[src/design/hub_config.svh]
// --------------------
// Stream widths and port codes of the hub, one clock domain
// Source field must fit inside tuser at HUB_SRC_LSB
// --------------------
`ifndef HUB_CONFIG_SVH
`define HUB_CONFIG_SVH

// Beat widths ----------
`define HUB_DATA_W      64          // 10G datapath width
`define HUB_STRB_W      8           // One strobe bit per byte
`define HUB_USER_W      128         // DMA sideband

// Source-port field ----
`define HUB_SRC_LSB     16          // Field sits in tuser[23:16]
`define HUB_SRC_W       8
`define HUB_PORT_A_CODE 8'h02       // Stamped on port A packets
`define HUB_PORT_D_CODE 8'h80       // Stamped on port D packets

`endif
[src/design/hub_pkg.sv]
// --------------------
// Stream beat and port select types
// Widths come from the config header
// --------------------
`include "hub_config.svh"

package hub_pkg;

    // --------------------
    // One beat of a packet stream
    // --------------------
    typedef struct packed {
        logic [`HUB_DATA_W-1:0] tdata;  // Payload
        logic [`HUB_STRB_W-1:0] tstrb;  // Valid bytes
        logic [`HUB_USER_W-1:0] tuser;  // Sideband, holds source port
        logic                   tlast;  // Last beat of packet
    } beat_t;

    // --------------------
    // MAC port naming
    // --------------------
    typedef enum logic {
        PORT_A = 1'b0,                  // First MAC
        PORT_D = 1'b1                   // Second MAC
    } port_sel_t;

endpackage

[src/design/stream_if.sv]
// --------------------
// One valid/ready packet stream, no clock inside
// Source holds tvalid and beat until tready is seen
// --------------------
`timescale 1ns/1ps

interface stream_if;
    import hub_pkg::*;

    logic  tvalid;                      // Beat on offer
    logic  tready;                      // Sink takes the beat
    beat_t beat;                        // Data, strobe, sideband, last

    // Producer side
    modport source (
        output tvalid,
        output beat,
        input  tready
    );

    // Consumer side
    modport sink (
        input  tvalid,
        input  beat,
        output tready
    );

endinterface

[src/design/packet_hub.sv]
// --------------------
// Packet hub top, single clock clk, synchronous reset rst
// Merges MAC A and D receive into host_rx, copies host_tx to both MACs
// --------------------
`timescale 1ns/1ps
`include "hub_config.svh"

module packet_hub (
    input  logic                   clk,
    input  logic                   rst,
    // MAC A receive
    input  logic [`HUB_DATA_W-1:0] a_rx_tdata,
    input  logic [`HUB_STRB_W-1:0] a_rx_tstrb,
    input  logic [`HUB_USER_W-1:0] a_rx_tuser,
    input  logic                   a_rx_tlast,
    input  logic                   a_rx_tvalid,
    output logic                   a_rx_tready,
    // MAC D receive
    input  logic [`HUB_DATA_W-1:0] d_rx_tdata,
    input  logic [`HUB_STRB_W-1:0] d_rx_tstrb,
    input  logic [`HUB_USER_W-1:0] d_rx_tuser,
    input  logic                   d_rx_tlast,
    input  logic                   d_rx_tvalid,
    output logic                   d_rx_tready,
    // Merged stream to DMA
    output logic [`HUB_DATA_W-1:0] host_rx_tdata,
    output logic [`HUB_STRB_W-1:0] host_rx_tstrb,
    output logic [`HUB_USER_W-1:0] host_rx_tuser,
    output logic                   host_rx_tlast,
    output logic                   host_rx_tvalid,
    input  logic                   host_rx_tready,
    // Transmit stream from DMA
    input  logic [`HUB_DATA_W-1:0] host_tx_tdata,
    input  logic [`HUB_STRB_W-1:0] host_tx_tstrb,
    input  logic [`HUB_USER_W-1:0] host_tx_tuser,
    input  logic                   host_tx_tlast,
    input  logic                   host_tx_tvalid,
    output logic                   host_tx_tready,
    // MAC A transmit
    output logic [`HUB_DATA_W-1:0] a_tx_tdata,
    output logic [`HUB_STRB_W-1:0] a_tx_tstrb,
    output logic [`HUB_USER_W-1:0] a_tx_tuser,
    output logic                   a_tx_tlast,
    output logic                   a_tx_tvalid,
    input  logic                   a_tx_tready,
    // MAC D transmit
    output logic [`HUB_DATA_W-1:0] d_tx_tdata,
    output logic [`HUB_STRB_W-1:0] d_tx_tstrb,
    output logic [`HUB_USER_W-1:0] d_tx_tuser,
    output logic                   d_tx_tlast,
    output logic                   d_tx_tvalid,
    input  logic                   d_tx_tready
);

    stream_if a_rx_if ();               // MAC A into merge
    stream_if d_rx_if ();               // MAC D into merge
    stream_if host_rx_if ();            // Merge out
    stream_if host_tx_if ();            // Host into fanout
    stream_if a_tx_if ();               // Fanout copy A
    stream_if d_tx_if ();               // Fanout copy D

    // --------------------
    // Receive side
    // --------------------
    assign a_rx_if.tvalid     = a_rx_tvalid;
    assign a_rx_if.beat.tdata = a_rx_tdata;
    assign a_rx_if.beat.tstrb = a_rx_tstrb;
    assign a_rx_if.beat.tuser = a_rx_tuser;
    assign a_rx_if.beat.tlast = a_rx_tlast;
    assign a_rx_tready        = a_rx_if.tready;

    assign d_rx_if.tvalid     = d_rx_tvalid;
    assign d_rx_if.beat.tdata = d_rx_tdata;
    assign d_rx_if.beat.tstrb = d_rx_tstrb;
    assign d_rx_if.beat.tuser = d_rx_tuser;
    assign d_rx_if.beat.tlast = d_rx_tlast;
    assign d_rx_tready        = d_rx_if.tready;

    stream_merge merge0 (
        .clk  (clk),
        .rst  (rst),
        .in_a (a_rx_if),
        .in_d (d_rx_if),
        .out  (host_rx_if)
    );

    assign host_rx_tvalid    = host_rx_if.tvalid;
    assign host_rx_tdata     = host_rx_if.beat.tdata;
    assign host_rx_tstrb     = host_rx_if.beat.tstrb;
    assign host_rx_tuser     = host_rx_if.beat.tuser;   // Source field stamped
    assign host_rx_tlast     = host_rx_if.beat.tlast;
    assign host_rx_if.tready = host_rx_tready;

    // --------------------
    // Transmit side
    // --------------------
    assign host_tx_if.tvalid     = host_tx_tvalid;
    assign host_tx_if.beat.tdata = host_tx_tdata;
    assign host_tx_if.beat.tstrb = host_tx_tstrb;
    assign host_tx_if.beat.tuser = host_tx_tuser;
    assign host_tx_if.beat.tlast = host_tx_tlast;
    assign host_tx_tready        = host_tx_if.tready;   // Both MACs done

    stream_fanout fanout0 (
        .clk   (clk),
        .rst   (rst),
        .in    (host_tx_if),
        .out_a (a_tx_if),
        .out_d (d_tx_if)
    );

    assign a_tx_tvalid    = a_tx_if.tvalid;
    assign a_tx_tdata     = a_tx_if.beat.tdata;
    assign a_tx_tstrb     = a_tx_if.beat.tstrb;
    assign a_tx_tuser     = a_tx_if.beat.tuser;
    assign a_tx_tlast     = a_tx_if.beat.tlast;
    assign a_tx_if.tready = a_tx_tready;

    assign d_tx_tvalid    = d_tx_if.tvalid;
    assign d_tx_tdata     = d_tx_if.beat.tdata;
    assign d_tx_tstrb     = d_tx_if.beat.tstrb;
    assign d_tx_tuser     = d_tx_if.beat.tuser;
    assign d_tx_tlast     = d_tx_if.beat.tlast;
    assign d_tx_if.tready = d_tx_tready;

endmodule

[src/design/stream_fanout.sv]
// --------------------
// One-to-two packet broadcast with zero latency
// Host sees ready once both ports have taken the beat
// --------------------
`timescale 1ns/1ps

module stream_fanout (
    input  logic     clk,
    input  logic     rst,
    stream_if.sink   in,                // Host transmit stream
    stream_if.source out_a,             // Copy toward MAC A
    stream_if.source out_d              // Copy toward MAC D
);

    logic done_a_q;                     // A already took current beat
    logic done_d_q;                     // D already took current beat
    logic take_a;                       // A takes the beat this cycle
    logic take_d;
    logic all_done;                     // Both copies delivered

    // --------------------
    // Per-port offer
    // --------------------
    assign out_a.tvalid = in.tvalid && !done_a_q;   // Never offered twice
    assign out_d.tvalid = in.tvalid && !done_d_q;
    assign out_a.beat   = in.beat;
    assign out_d.beat   = in.beat;

    assign take_a = out_a.tvalid && out_a.tready;
    assign take_d = out_d.tvalid && out_d.tready;

    // Each port done earlier or done now
    assign all_done = (done_a_q || take_a) && (done_d_q || take_d);
    assign in.tready = all_done;

    // --------------------
    // Delivered flags
    // --------------------
    always_ff @(posedge clk) begin
        if (rst) begin
            done_a_q <= 1'b0;
            done_d_q <= 1'b0;
        end else if (in.tvalid && all_done) begin
            done_a_q <= 1'b0;           // Host moves to next beat
            done_d_q <= 1'b0;
        end else begin
            done_a_q <= done_a_q || take_a;
            done_d_q <= done_d_q || take_d;
        end
    end

    // --------------------
    // Checks
    // --------------------
    // A stalled port keeps its offer until it takes the beat
    a_port_hold_a: assert property (@(posedge clk) disable iff (rst)
        out_a.tvalid && !out_a.tready |=> out_a.tvalid && $stable(out_a.beat));

    a_port_hold_d: assert property (@(posedge clk) disable iff (rst)
        out_d.tvalid && !out_d.tready |=> out_d.tvalid && $stable(out_d.beat));

    // Flags only make sense if the host holds its beat
    a_host_hold: assert property (@(posedge clk) disable iff (rst)
        in.tvalid && !in.tready |=> in.tvalid && $stable(in.beat));

endmodule

[src/design/stream_merge.sv]
// --------------------
// Two-to-one packet merge with zero latency and round robin per packet
// Grant is locked from first offered beat to the tlast transfer
// Source field in tuser is overwritten with the port code
// --------------------
`timescale 1ns/1ps
`include "hub_config.svh"

module stream_merge (
    input  logic     clk,
    input  logic     rst,
    stream_if.sink   in_a,              // Receive stream of MAC A
    stream_if.sink   in_d,              // Receive stream of MAC D
    stream_if.source out                // Merged stream toward DMA
);
    import hub_pkg::*;

    port_sel_t grant_q;                 // Port locked for current packet
    port_sel_t last_q;                  // Port that sent the last packet
    logic      active_q;                // Packet in flight or beat on offer
    port_sel_t pref;                    // Round-robin favourite
    logic      pref_valid;
    port_sel_t sel;                     // Port driving the output now
    logic      sel_valid;
    beat_t     sel_beat;                // Granted beat with port code
    logic      xfer;                    // Output handshake

    // --------------------
    // Arbitration
    // --------------------
    assign pref       = (last_q == PORT_A) ? PORT_D : PORT_A;
    assign pref_valid = (pref == PORT_A) ? in_a.tvalid : in_d.tvalid;

    always_comb begin
        if (active_q) begin
            sel = grant_q;              // Locked until tlast goes out
        end else if (pref_valid) begin
            sel = pref;
        end else if (in_a.tvalid) begin
            sel = PORT_A;               // Only A is asking
        end else if (in_d.tvalid) begin
            sel = PORT_D;               // Only D is asking
        end else begin
            sel = pref;                 // Idle with nothing granted
        end
    end

    // --------------------
    // Data mux and stamping
    // --------------------
    always_comb begin
        if (sel == PORT_A) begin
            sel_valid = in_a.tvalid;
            sel_beat  = in_a.beat;
            sel_beat.tuser[`HUB_SRC_LSB +: `HUB_SRC_W] = `HUB_PORT_A_CODE;
        end else begin
            sel_valid = in_d.tvalid;
            sel_beat  = in_d.beat;
            sel_beat.tuser[`HUB_SRC_LSB +: `HUB_SRC_W] = `HUB_PORT_D_CODE;
        end
    end

    assign out.tvalid = sel_valid;
    assign out.beat   = sel_beat;
    assign xfer       = sel_valid && out.tready;

    // Ready goes back to the granted port only
    assign in_a.tready = out.tready && sel_valid && (sel == PORT_A);
    assign in_d.tready = out.tready && sel_valid && (sel == PORT_D);

    // --------------------
    // Grant state
    // --------------------
    always_ff @(posedge clk) begin
        if (rst) begin
            active_q <= 1'b0;
            grant_q  <= PORT_A;
            last_q   <= PORT_D;         // So A wins the first packet
        end else begin
            if (!active_q && sel_valid) begin
                grant_q <= sel;         // Lock on the first offered beat
            end
            if (xfer && sel_beat.tlast) begin
                active_q <= 1'b0;       // Rearbitrate after tlast
                last_q   <= sel;
            end else if (sel_valid) begin
                active_q <= 1'b1;
            end
        end
    end

    // --------------------
    // Checks
    // --------------------
    // Stalled output must not change under the DMA
    a_out_hold: assert property (@(posedge clk) disable iff (rst)
        out.tvalid && !out.tready |=> out.tvalid && $stable(out.beat));

    // Other port gets no ready once a packet has started
    a_grant_hold_a: assert property (@(posedge clk) disable iff (rst)
        in_a.tvalid && in_a.tready && !in_a.beat.tlast |=> !in_d.tready);

    a_grant_hold_d: assert property (@(posedge clk) disable iff (rst)
        in_d.tvalid && in_d.tready && !in_d.beat.tlast |=> !in_a.tready);

endmodule

[config.mk]
export PLATFORM = sky130hd
export DESIGN_NAME = packet_hub
export DESIGN_NICKNAME = d
export VERILOG_FILES = /design/src/design/hub_pkg.sv /design/src/design/stream_if.sv /design/src/design/packet_hub.sv /design/src/design/stream_fanout.sv /design/src/design/stream_merge.sv
export VERILOG_INCLUDE_DIRS = /design/src /design/src/design
export SDC_FILE = /design/constraint.sdc
export NUM_CORES = 1
export LEC_CHECK = 0
export ABC_AREA = 1
export BUFFER_PORTS_ARGS = -buffer_cell sky130_fd_sc_hd__buf_2
export CORE_AREA = 2 2 480 482
export DETAILED_ROUTE_END_ITERATION = 12
export DIE_AREA = 0 0 482 484
export GPL_ROUTABILITY_DRIVEN = 1
export PLACE_DENSITY = 0.3
export SLEW_MARGIN = 20
export SYNTH_ARGS = -nofsm -noshare
export SYNTH_HDL_FRONTEND = slang
export SYNTH_SLANG_ARGS = --single-unit
[constraint.sdc]
create_clock -name clk -period 1.5 [get_ports clk]
set_clock_uncertainty 0.2 [all_clocks]
set_input_delay 0.225 -clock clk [delete_from_list [all_inputs] [get_ports clk]]
set_output_delay 0.225 -clock clk [all_outputs]
set_load 0.02 [all_outputs]
## Word-level counts from Yosys, hierarchy flattened

Index checks and enable logic that the tools add are counted.

- Flip-flop bits (word level): 5
- Input port bits: 611

- Muxes and demuxes: 8
- Bitwise logic cells: 1
- Reduce and logical (&&, ||, !) cells: 18

Operators by type and width:

| operator | count |
|---|---|
| $mux W201 | 1 |
| $logic_and A1 B1 Y1 | 11 |
| $mux W1 | 7 |
| $reduce_or A2 Y1 | 2 |
| $logic_not A1 Y1 | 3 |
| $logic_or A1 B1 Y1 | 2 |
| $not A1 Y1 | 1 |

## Depth between registers and ports, before layout

Gate-level depths: netlist of run 1.

- Depth after elaboration: 9
- Gate-level depth with buffers: 10
- Gate-level depth less buffers: 10

## By module

From an unflattened synthesis of run 1, not the netlist that was laid out.

- Cell total of the unflattened synthesis: 1085
- Area, all modules: 5901.9 um^2

By module, submodules not included:

| module | cells an instance | seq. area each (um^2) | instances | area an instance (um^2) |
|---|---|---|---|---|
| stream_fanout | 422 | 40.0 | 1 | 3148.0 |
| stream_merge | 663 | 60.1 | 1 | 2753.9 |

## Least setup slack after synthesis of run 1

Ideal clock, no wire load.

- Kind: register -> output
- From: register merge0.last_q
- To: output host_rx_tdata[32]
- Slack: -153 ps
- Arrival: 1228 ps
- Stages on the path, launching flop included: 9
- Path buffers: 2
- Path through: dfxtp_1 -> inv_1 -> a21oi_2 -> nand2_2 -> nand2_4 -> buf_4 -> buf_2 -> nand2_1 -> nand2_1

- Word-level cells in the longest chain between the ends: 6
- Elaborated cells on any way between the ends: 7
- Classes of those cells: mux (7)

RTL lines:

| item | line | text |
|---|---|---|
| from (decl) | stream_merge.sv:19 | `port_sel_t last_q;` |
| from (signal assigned) | stream_merge.sv:85 | `last_q <= sel;` |
| $mux W1 | stream_merge.sv:31 | `assign pref = (last_q == PORT_A) ? PORT_D : PORT_A;` |
| $mux W1 | stream_merge.sv:41 | `end else if (in_d.tvalid) begin` |
| $mux W1 | stream_merge.sv:39 | `end else if (in_a.tvalid) begin` |
| $mux W1 * | stream_merge.sv:37 | `end else if (pref_valid) begin` |
| $mux W1 * | stream_merge.sv:35 | `if (active_q) begin` |
| $mux W201 * | stream_merge.sv:52 | `if (sel == PORT_A) begin` |
| to (decl) | packet_hub.sv:26 | `` output logic [`HUB_DATA_W-1:0] host_rx_tdata, `` |

Mark *: on every way between the ends. The rest lies on a longest branch, timed or not.

## Worst setup path in the final report of run 1

- From: register merge0.last_q
- To: output host_rx_tuser[24]

- Word-level cells in the longest chain between the ends: 6
- Elaborated cells on any way between the ends: 7
- Classes of those cells: mux (7)

RTL lines:

| item | line | text |
|---|---|---|
| $mux W1 | stream_merge.sv:31 |  |
| $mux W1 | stream_merge.sv:41 |  |
| $mux W1 | stream_merge.sv:39 |  |
| $mux W1 * | stream_merge.sv:37 |  |
| $mux W1 * | stream_merge.sv:35 |  |
| $mux W201 * | stream_merge.sv:52 |  |
| to (decl) | packet_hub.sv:28 | `` output logic [`HUB_USER_W-1:0] host_rx_tuser, `` |

Marks and branches as above.

==> metrics.txt, run 1 <==
Logic pwr share 95.8%; post-layout power 14.4 mW; critical path class reg2out; Longest Clk Path Bufs 2; cell chain of the critical path inv_2 -> a21oi_4 -> nand2_2 -> nand2_8 -> buf_16 -> buf_12 -> nand2_2 -> nand2_2 -> buf_2; gr usage total 11.6%; Fin. Hold Viols 0; # setup viols final between 200 and 250; post-DP HPWL 138,000 um; TritonCTS clock tree done; drt total wl roughly 150,000 um; RR Startpoint merge0.last_q$_SDFFE_PP1P_; Die Width 482 um; Core Area 0.229 sq mm; Via Count 8,114; total gr overflow 0; Synth area leader buf_4; final net count ~1,900; Crit Path Max Fanout 21; DR DRC count 0; setup_tns -140.33 ns; Cells after Synth 1,077; dpl cells 4,289; Clock Sinks 5; Sw Pwr 8.71 mW; initial antenna violation count 76; layout cell share with drive strength beyond 1 74.1%; RR Endpoint merge0.last_q$_SDFFE_PP1P_; Routed Antenna Nets 0; global placement routability congestion 0.896; WP data arrival approximately 1.9 ns; worst path required time ~1.1 ns; Clk pwr share 3.1%; TritonRoute pass-1 iters 5; pre-CTS setup slack -0.874 ns; violated checks negative setup slack; R2R depth 12; crit path launch merge0.last_q$_SDFFE_PP1P_; chip height 484 um; Starting DRT DRC Count 500; Startpoint Class register; first-pass GRT wire length 157,000 um; CP max stage delay 0.33 ns; vias in the first global route 7,487; Pleak 5.69 nW; Sequential Power Share between 1 and 1.5%; Final period util 154%; crit path to host_rx_tuser[24]; commonest non-fill, non-tap cell in the layout buf_2; Max Fclk 434 MHz; Reg2Reg Setup Slack -0.43 ns; Hold Crit Class in2reg; Synth-to-Final Area Change 121%; utilization after layout 5.67%; Pwr Density 1110 mW/mm^2; sequential element share of the synthesized area 1.71%; post-synthesis cell type count 17; crit path time final 2.30 ns; vias per inst 1.87; syn avg cell area 5.44 sq um; pin count of the biggest net entering global routing 49; worst skew pair latency 0.23 ns; largest cells by area after synthesis buf_4 54%, nand2_1 38%, buf_6 2.3%; TritonCTS buffer count 3; Max Slew Vio Count 0; Yosys warning count 0; CP endpoint kind primary output; internal power 5.67 mW; worst ir drop on vdd 0.328 mV; synthesized flop and latch total 5; fin cells 4,331; max-cap viol count 0; htree depth 1; full die area between 0.2 and 0.25 sq mm; PortBufs 594; hold buffers post-CTS 0; outcome finished with violations; clock-pin slew on the worst setup and hold paths about 0.040 ns; most used cell, CP nand2_2; most frequent cells in the layout 423 x buf_2, 298 x nand2_1, 199 x nand2_2; number of core rows 176; WL per Instance ~34 um; Crit-path slowest cell dfxtp_2; Initial Utilization 2.56%; top cell type's share of synthesized area 54.4%; num ports about 1,200; Root Buffer clkbuf_16; RSZ-0062 raised after global routing yes; setup slack after layout -0.803 ns; Net Sw Frac 60.6%; post-synthesis cell area 0.00586 sq mm
[worst max-delay path: cells and delay by family (launching register included)]
family | cells | cell delay, ns
buffers and inverters | 4 | 0.60
AND/OR/NAND/NOR | 4 | 0.51
flip-flops | 1 | 0.33
AO/OA/AOI/OAI | 1 | 0.13
[routing by layer]
| metal | vias up | track usage, % | share of wire, % |
|---|---|---|---|
| met2 | 1105 | 18.1 | 44 |
| li1 | 3239 | - | - |
| met3 | 272 | 17.6 | 32 |
| met1 | 3488 | 6.83 | 21 |
| met4 | 10 | 3.00 | 3.5 |
| met5 | - | 0.124 | 0.065 |
[synthesized netlist by cell type]
cell type  instances
a21oi_1            3
a21oi_2            1
buf_2             15
buf_4            424
buf_6             12
conb_1             1
dfxtp_1            5
inv_1             10
inv_2              1
nand2_1          587
nand2_2            1
nand2_4            1
nand3_1            4
nand4_1            1
nor2_1             8
o21ai_0            2
or2_2              1
[registers in the layout, summed over array words and instances, names as in the netlist]
| name | cells |
|---|---|
| fanout0.done_a_q | 1 |
| merge0.active_q | 1 |
| merge0.last_q | 1 |
| merge0.grant_q | 1 |
| fanout0.done_d_q | 1 |
[power by group through the flow]
| stage | Sequential, mW | Combinational, mW | Clock [mW] |
|---|---|---|---|
| 3_5_place_dp | 0.163 | 10.4 | 0 |
| 2_1_floorplan | 0.160 | 6.06 | 0 |
| 4_1_cts | 0.161 | 11.5 | 0.456 |
| 5_1_grt | 0.167 | 14.7 | 0.465 |
| 3_3_place_gp | 0.164 | 10.4 | 0 |
| 6_report | 0.164 | 13.8 | 0.446 |
[stage by stage]
step | hold WS, ns | instance area [sq um]
2_1_floorplan | 0.120 | 6510
4_1_cts | 0.00402 | 11200
5_1_grt | 0.0517 | 12900
3_3_place_gp | 0.243 | 10400
6_report | 0.0109 | 13000
3_5_place_dp | 0.241 | 10400
[repair_timing]
action	in CTS	in global routing
cloned	1	19
pin swaps	3	23
resized for setup	207	415
buffers inserted	2	5
endpoints found under the setup margin	202	202
[kinds of logic after synthesis]
| group | Yosys count | synth area share (%) |
|---|---|---|
| AOI/OAI and AO/OA | 6 | 0.577 |
| and+or+nand+nor | 603 | 39.0 |
| other | 1 | 0.0640 |
| buffers and inverters | 462 | 58.7 |
| DFF | 5 | 1.71 |
[worst min path at each step]
stage                     cells after the start                    endpoint  startpoint  slack, ns
after floorplan                               2  merge0.last_q$_SDFFE_PP1P_         rst       0.12
after global placement                        3  merge0.last_q$_SDFFE_PP1P_         rst       0.24
after detailed placement                      3  merge0.last_q$_SDFFE_PP1P_         rst       0.24
after CTS                                     3  merge0.last_q$_SDFFE_PP1P_         rst      0.004
after global routing                          3  merge0.last_q$_SDFFE_PP1P_         rst       0.05
final                                         3  merge0.last_q$_SDFFE_PP1P_         rst       0.01
[area by class of cell]
type | count | area [sq um]
Tap cell | 3026 | 3790
Timing Repair Buffer | 658 | 5370
Fill cell | 27100 | 216000
Antenna cell | 12 | 30.0
Sequential cell | 5 | 103
Inverter | 11 | 57.6
Clock buffer | 4 | 78.8
Multi-Input combinational cell | 615 | 3530
Note: power is estimated with default switching activity, not from simulation.
==> run 2: changes to the inputs <==
Settings changed: CORE_AREA 2 2 480 482 to 2 2 482 484, DIE_AREA 0 0 482 484 to 0 0 484 486, SYNTH_HIERARCHICAL set to 1.
==> run 2 against run 1 <==
Effect of this change:
- the run still ends with negative setup slack left
- power is 12% higher
- clock-buffer cell count stayed put
- via count hardly changed
- clock power hardly changed
- wire length is 3.6% lower
- register-to-register slack better by 0.03 ns
- maximum frequency is 1.6% lower
- sequential cell count stayed put
- combinational power is 12% higher
- sequential power hardly changed
- die area is 0.83% higher
- sequential share of layout area is 0.10 points lower
- critical endpoint is now host_rx_tdata[56]
==> metrics.txt, run 2 <==
outcome finished with violations (unchanged); violated checks negative setup slack (unchanged); Crit-path slowest cell dfxtp_2 (unchanged); Post-Synth Simple-Gate Area 39.1% (was 39.0%); worst ir drop on vdd 0.348 mV (was 0.328 mV); Sequential Power Share 1.0% (was 1.1%); max-cap viol count 0 (unchanged); Largest delay share family, worst path simple AND/OR/NAND/NOR gates (was buffers and inverters); top cell type's share of synthesized area 53.9% (was 54.4%); crit path launch merge0/last_q$_SDFFE_PP1P_ (was merge0.last_q$_SDFFE_PP1P_); setup slack after layout -0.841 ns (was -0.803 ns); Root Buffer clkbuf_16 (unchanged); RSZ-0062 raised after global routing yes (unchanged); min-delay src d_rx_tlast (was rst); Fin. Hold Viols 0 (unchanged); Max Fclk 427 MHz (was 434 MHz); Synth area leader buf_4 (unchanged); WL per Instance 32.7 um (was 34.4 um); RR Startpoint merge0/last_q$_SDFFE_PP1P_ (was merge0.last_q$_SDFFE_PP1P_); post-synthesis cell type count 18 (was 17); largest family of logic cells by synthesized area buffers and inverters (unchanged); worst skew pair latency 0.23 ns (about the same); TritonCTS clock tree done (unchanged); XOR/XNOR Fraction of Synth Area 0% (unchanged); largest cells by area after synthesis buf_4 54%, nand2_1 38%, buf_6 2.3% (unchanged); Pleak 6.25 nW (was 5.69 nW); Worst Path Buf+Inv 4 (unchanged); Core Area 0.229 sq mm (about the same); gr usage total 11.6% (about the same); top-count cell post-synth nand2_1 (unchanged); post-DP HPWL 133,000 um (was 138,000 um); most used cell, CP nand2_4 (was nand2_2); # setup viols final 202 (unchanged); TritonCTS buffer count 3 (unchanged); post-synthesis mux area share 0% (unchanged); Net Sw Frac 57.5% (was 60.6%); routing usage on met2 17.9% (was 18.1%); htree depth 1 (unchanged); Clk pwr share 2.8% (was 3.1%); Synth-to-Final Area Change 148% (was 121%); full die area 0.235 sq mm (was 0.233 sq mm); most frequent cells in the layout 427 x buf_2, 215 x nand2_1, 210 x nand2_2 (was 423 x buf_2, 298 x nand2_1, 199 x nand2_2); met1 global-route usage 7.80% (was 6.83%); Longest Clk Path Bufs 2 (unchanged); drt total wl 144,000 um (was 149,000 um); crit path time final 2.34 ns (was 2.30 ns); vias per inst 1.85 (was 1.87); PortBufs 594 (unchanged); Cells after Synth 1,085 (was 1,077); final net count 1,938 (was 1,905); first-pass GRT wire length 162,000 um (was 157,000 um); Logic pwr share 96.2% (was 95.8%); post-route cell area 0.0147 sq mm (was 0.0130 sq mm); total gr overflow 0 (unchanged); Async SR Flop Fraction 0% (unchanged); sequential element share of the synthesized area 1.70% (was 1.71%); setup_tns -151.24 ns (was -140.33 ns); number of core rows 176 (unchanged); Hold Crit Class in2reg (unchanged); global placement routability congestion 0.883 (was 0.896); CP max stage delay 0.34 ns (was 0.33 ns); post-synthesis cell area 0.00590 sq mm (was 0.00586 sq mm); num ports 1,220 (unchanged); cell chain of the critical path inv_2 -> a21oi_4 -> nand2_4 -> nand2_8 -> clkinv_16 -> buf_12 -> nand2_4 -> nand2_4 -> buf_12 (was inv_2 -> a21oi_4 -> nand2_2 -> nand2_8 -> buf_16 -> buf_12 -> nand2_2 -> nand2_2 -> buf_2); Starting DRT DRC Count 292 (was 500); Via Count 8,111 (was 8,114); Post-synth EDFFs 0 (unchanged); Initial Utilization 2.57% (was 2.56%); worst hold slack 0.0385 ns (was 0.0109 ns); WP data arrival 1.92 ns (was 1.88 ns); Most used DFF post-synth dfxtp_1 (unchanged); Pwr Density 1100 mW/mm^2 (was 1110 mW/mm^2); internal power 6.82 mW (was 5.67 mW); placed inst area 0.0114 sq mm (was 0.0104 sq mm); chip height 486 um (was 484 um); pin count of the biggest net entering global routing 47 (was 49); Final period util 156% (was 154%); syn avg cell area 5.44 sq um (about the same); GRT Max-Usage Layer met2 (unchanged); vias in the first global route 8,342 (was 7,487); Routed Antenna Nets 0 (unchanged); CP endpoint kind primary output (unchanged); utilization after layout 6.39% (was 5.67%); critical path class reg2out (unchanged); commonest non-fill, non-tap cell in the layout buf_2 (unchanged); clock-pin slew on the worst setup and hold paths 0.03 ns (was 0.04 ns); met3 usage 16.3% (was 17.6%); Crit Path Max Fanout 46 (was 21); Yosys warning count 6 (was 0); Clock Sinks 5 (unchanged); TritonRoute pass-1 iters 4 (was 5); Die Width 484 um (was 482 um); Sw Pwr 9.25 mW (was 8.71 mW); DR DRC count 0 (unchanged); synthesized flop and latch total 5 (unchanged); Startpoint Class register (unchanged); adder-cell area share of the yosys netlist 0% (unchanged); pre-CTS setup slack -1.18 ns (was -0.874 ns); layout cell share with drive strength beyond 1 80.8% (was 74.1%); initial antenna violation count 67 (was 76); Compound-Gate Fraction of Synth Area 0.318% (was 0.577%); worst path required time 1.07 ns (about the same); Max Slew Vio Count 0 (unchanged); most frequent cells after synthesis 591 x nand2_1, 424 x buf_4, 15 x buf_2, 13 x inv_1, 12 x buf_6 (was 587 x nand2_1, 424 x buf_4, 15 x buf_2, 12 x buf_6, 10 x inv_1)
==> run 2: cell types whose count changed in the layout (fill, tap and decap cells not counted), sizes merged, moves of 2 or more <==
cell / before / now
buf: 645 / 678
diode: 12 / 33
clkbuf: 17 / 6
nand2: 589 / 595
clkinv: 0 / 3
inv: 11 / 14
a21oi: 4 / 2
bufbuf: 0 / 2
==> run 2: logic make-up (layout without fill, tap and decap cells) <==
logic type / after synthesis / count (layout)
simple gates: 609 / 609
buf+inv: 467 / 703
flops: 5 / 5
compound gates: 3 / 3
other cells: 1 / 39
==> run 2: per-layer routing <==
metal	vias to the layer above	share of wire, %
met5	-	0.088
met4	10	3.8
met3	246	31
met2	1058	43
met1	3467	23
li1	3330	-
==> run 2: per-stage QoR <==
step	instances	power, mW
after floorplan	1090	6.23
after global placement	4311	11.8
after detailed placement	4311	11.8
after CTS	4348	16.0
after global routing	4358	17.1
final	4385	16.1
==> run 2: worst paths after layout <==
kind / cells past startpoint / to / slack [ns]
worst max-delay path: 9 / host_rx_tdata[56] / -0.84
worst max register to register: 11 / merge0/active_q$_SDFFE_PP0P_ / -0.40
worst min-delay path: 3 / merge0/last_q$_SDFFE_PP1P_ / 0.04
worst min register to register: 2 / merge0/last_q$_SDFFE_PP1P_ / 0.27
==> run 2: worst min-delay path, delay by kind of cell <==
| kind | cells | cell delay [ns] |
|---|---|---|
| and+or+nand+nor | 1 | 0.06 |
| buffers and inverters | 1 | 0.09 |
| AOI/OAI and AO/OA | 1 | 0.06 |
==> run 2: repair_timing <==
| item | 4_1_cts | 5_1_grt |
|---|---|---|
| pin swaps | 42 | 29 |
| cloned | 23 | 2 |
| setup endpoints to repair | 202 | 202 |
| hold endpoints to repair | 0 | 0 |
| gates resized for setup | 458 | 186 |
| setup buffers | 18 | 5 |
| hold buffers | 0 | 0 |
==> run 2: final cells by class <==
cell class	instances	area, sq um
sequential	5	101
antenna	33	82.6
fill	27200	215000
tap	3026	3790
inverter	16	103
timing repair inverter	1	30.0
clock buffer	4	78.8
multi-input combinational	618	4490
timing repair buffer	682	6000
==> run 2: power by group through the flow <==
| stage | Clock (mW) | Sequential (mW) | Combinational [mW] |
|---|---|---|---|
| after global placement | 0 | 0.164 | 11.6 |
| after floorplan | 0 | 0.160 | 6.07 |
| final | 0.443 | 0.164 | 15.5 |
| after detailed placement | 0 | 0.163 | 11.6 |
| after CTS | 0.445 | 0.162 | 15.4 |
| after global routing | 0.453 | 0.167 | 16.5 |
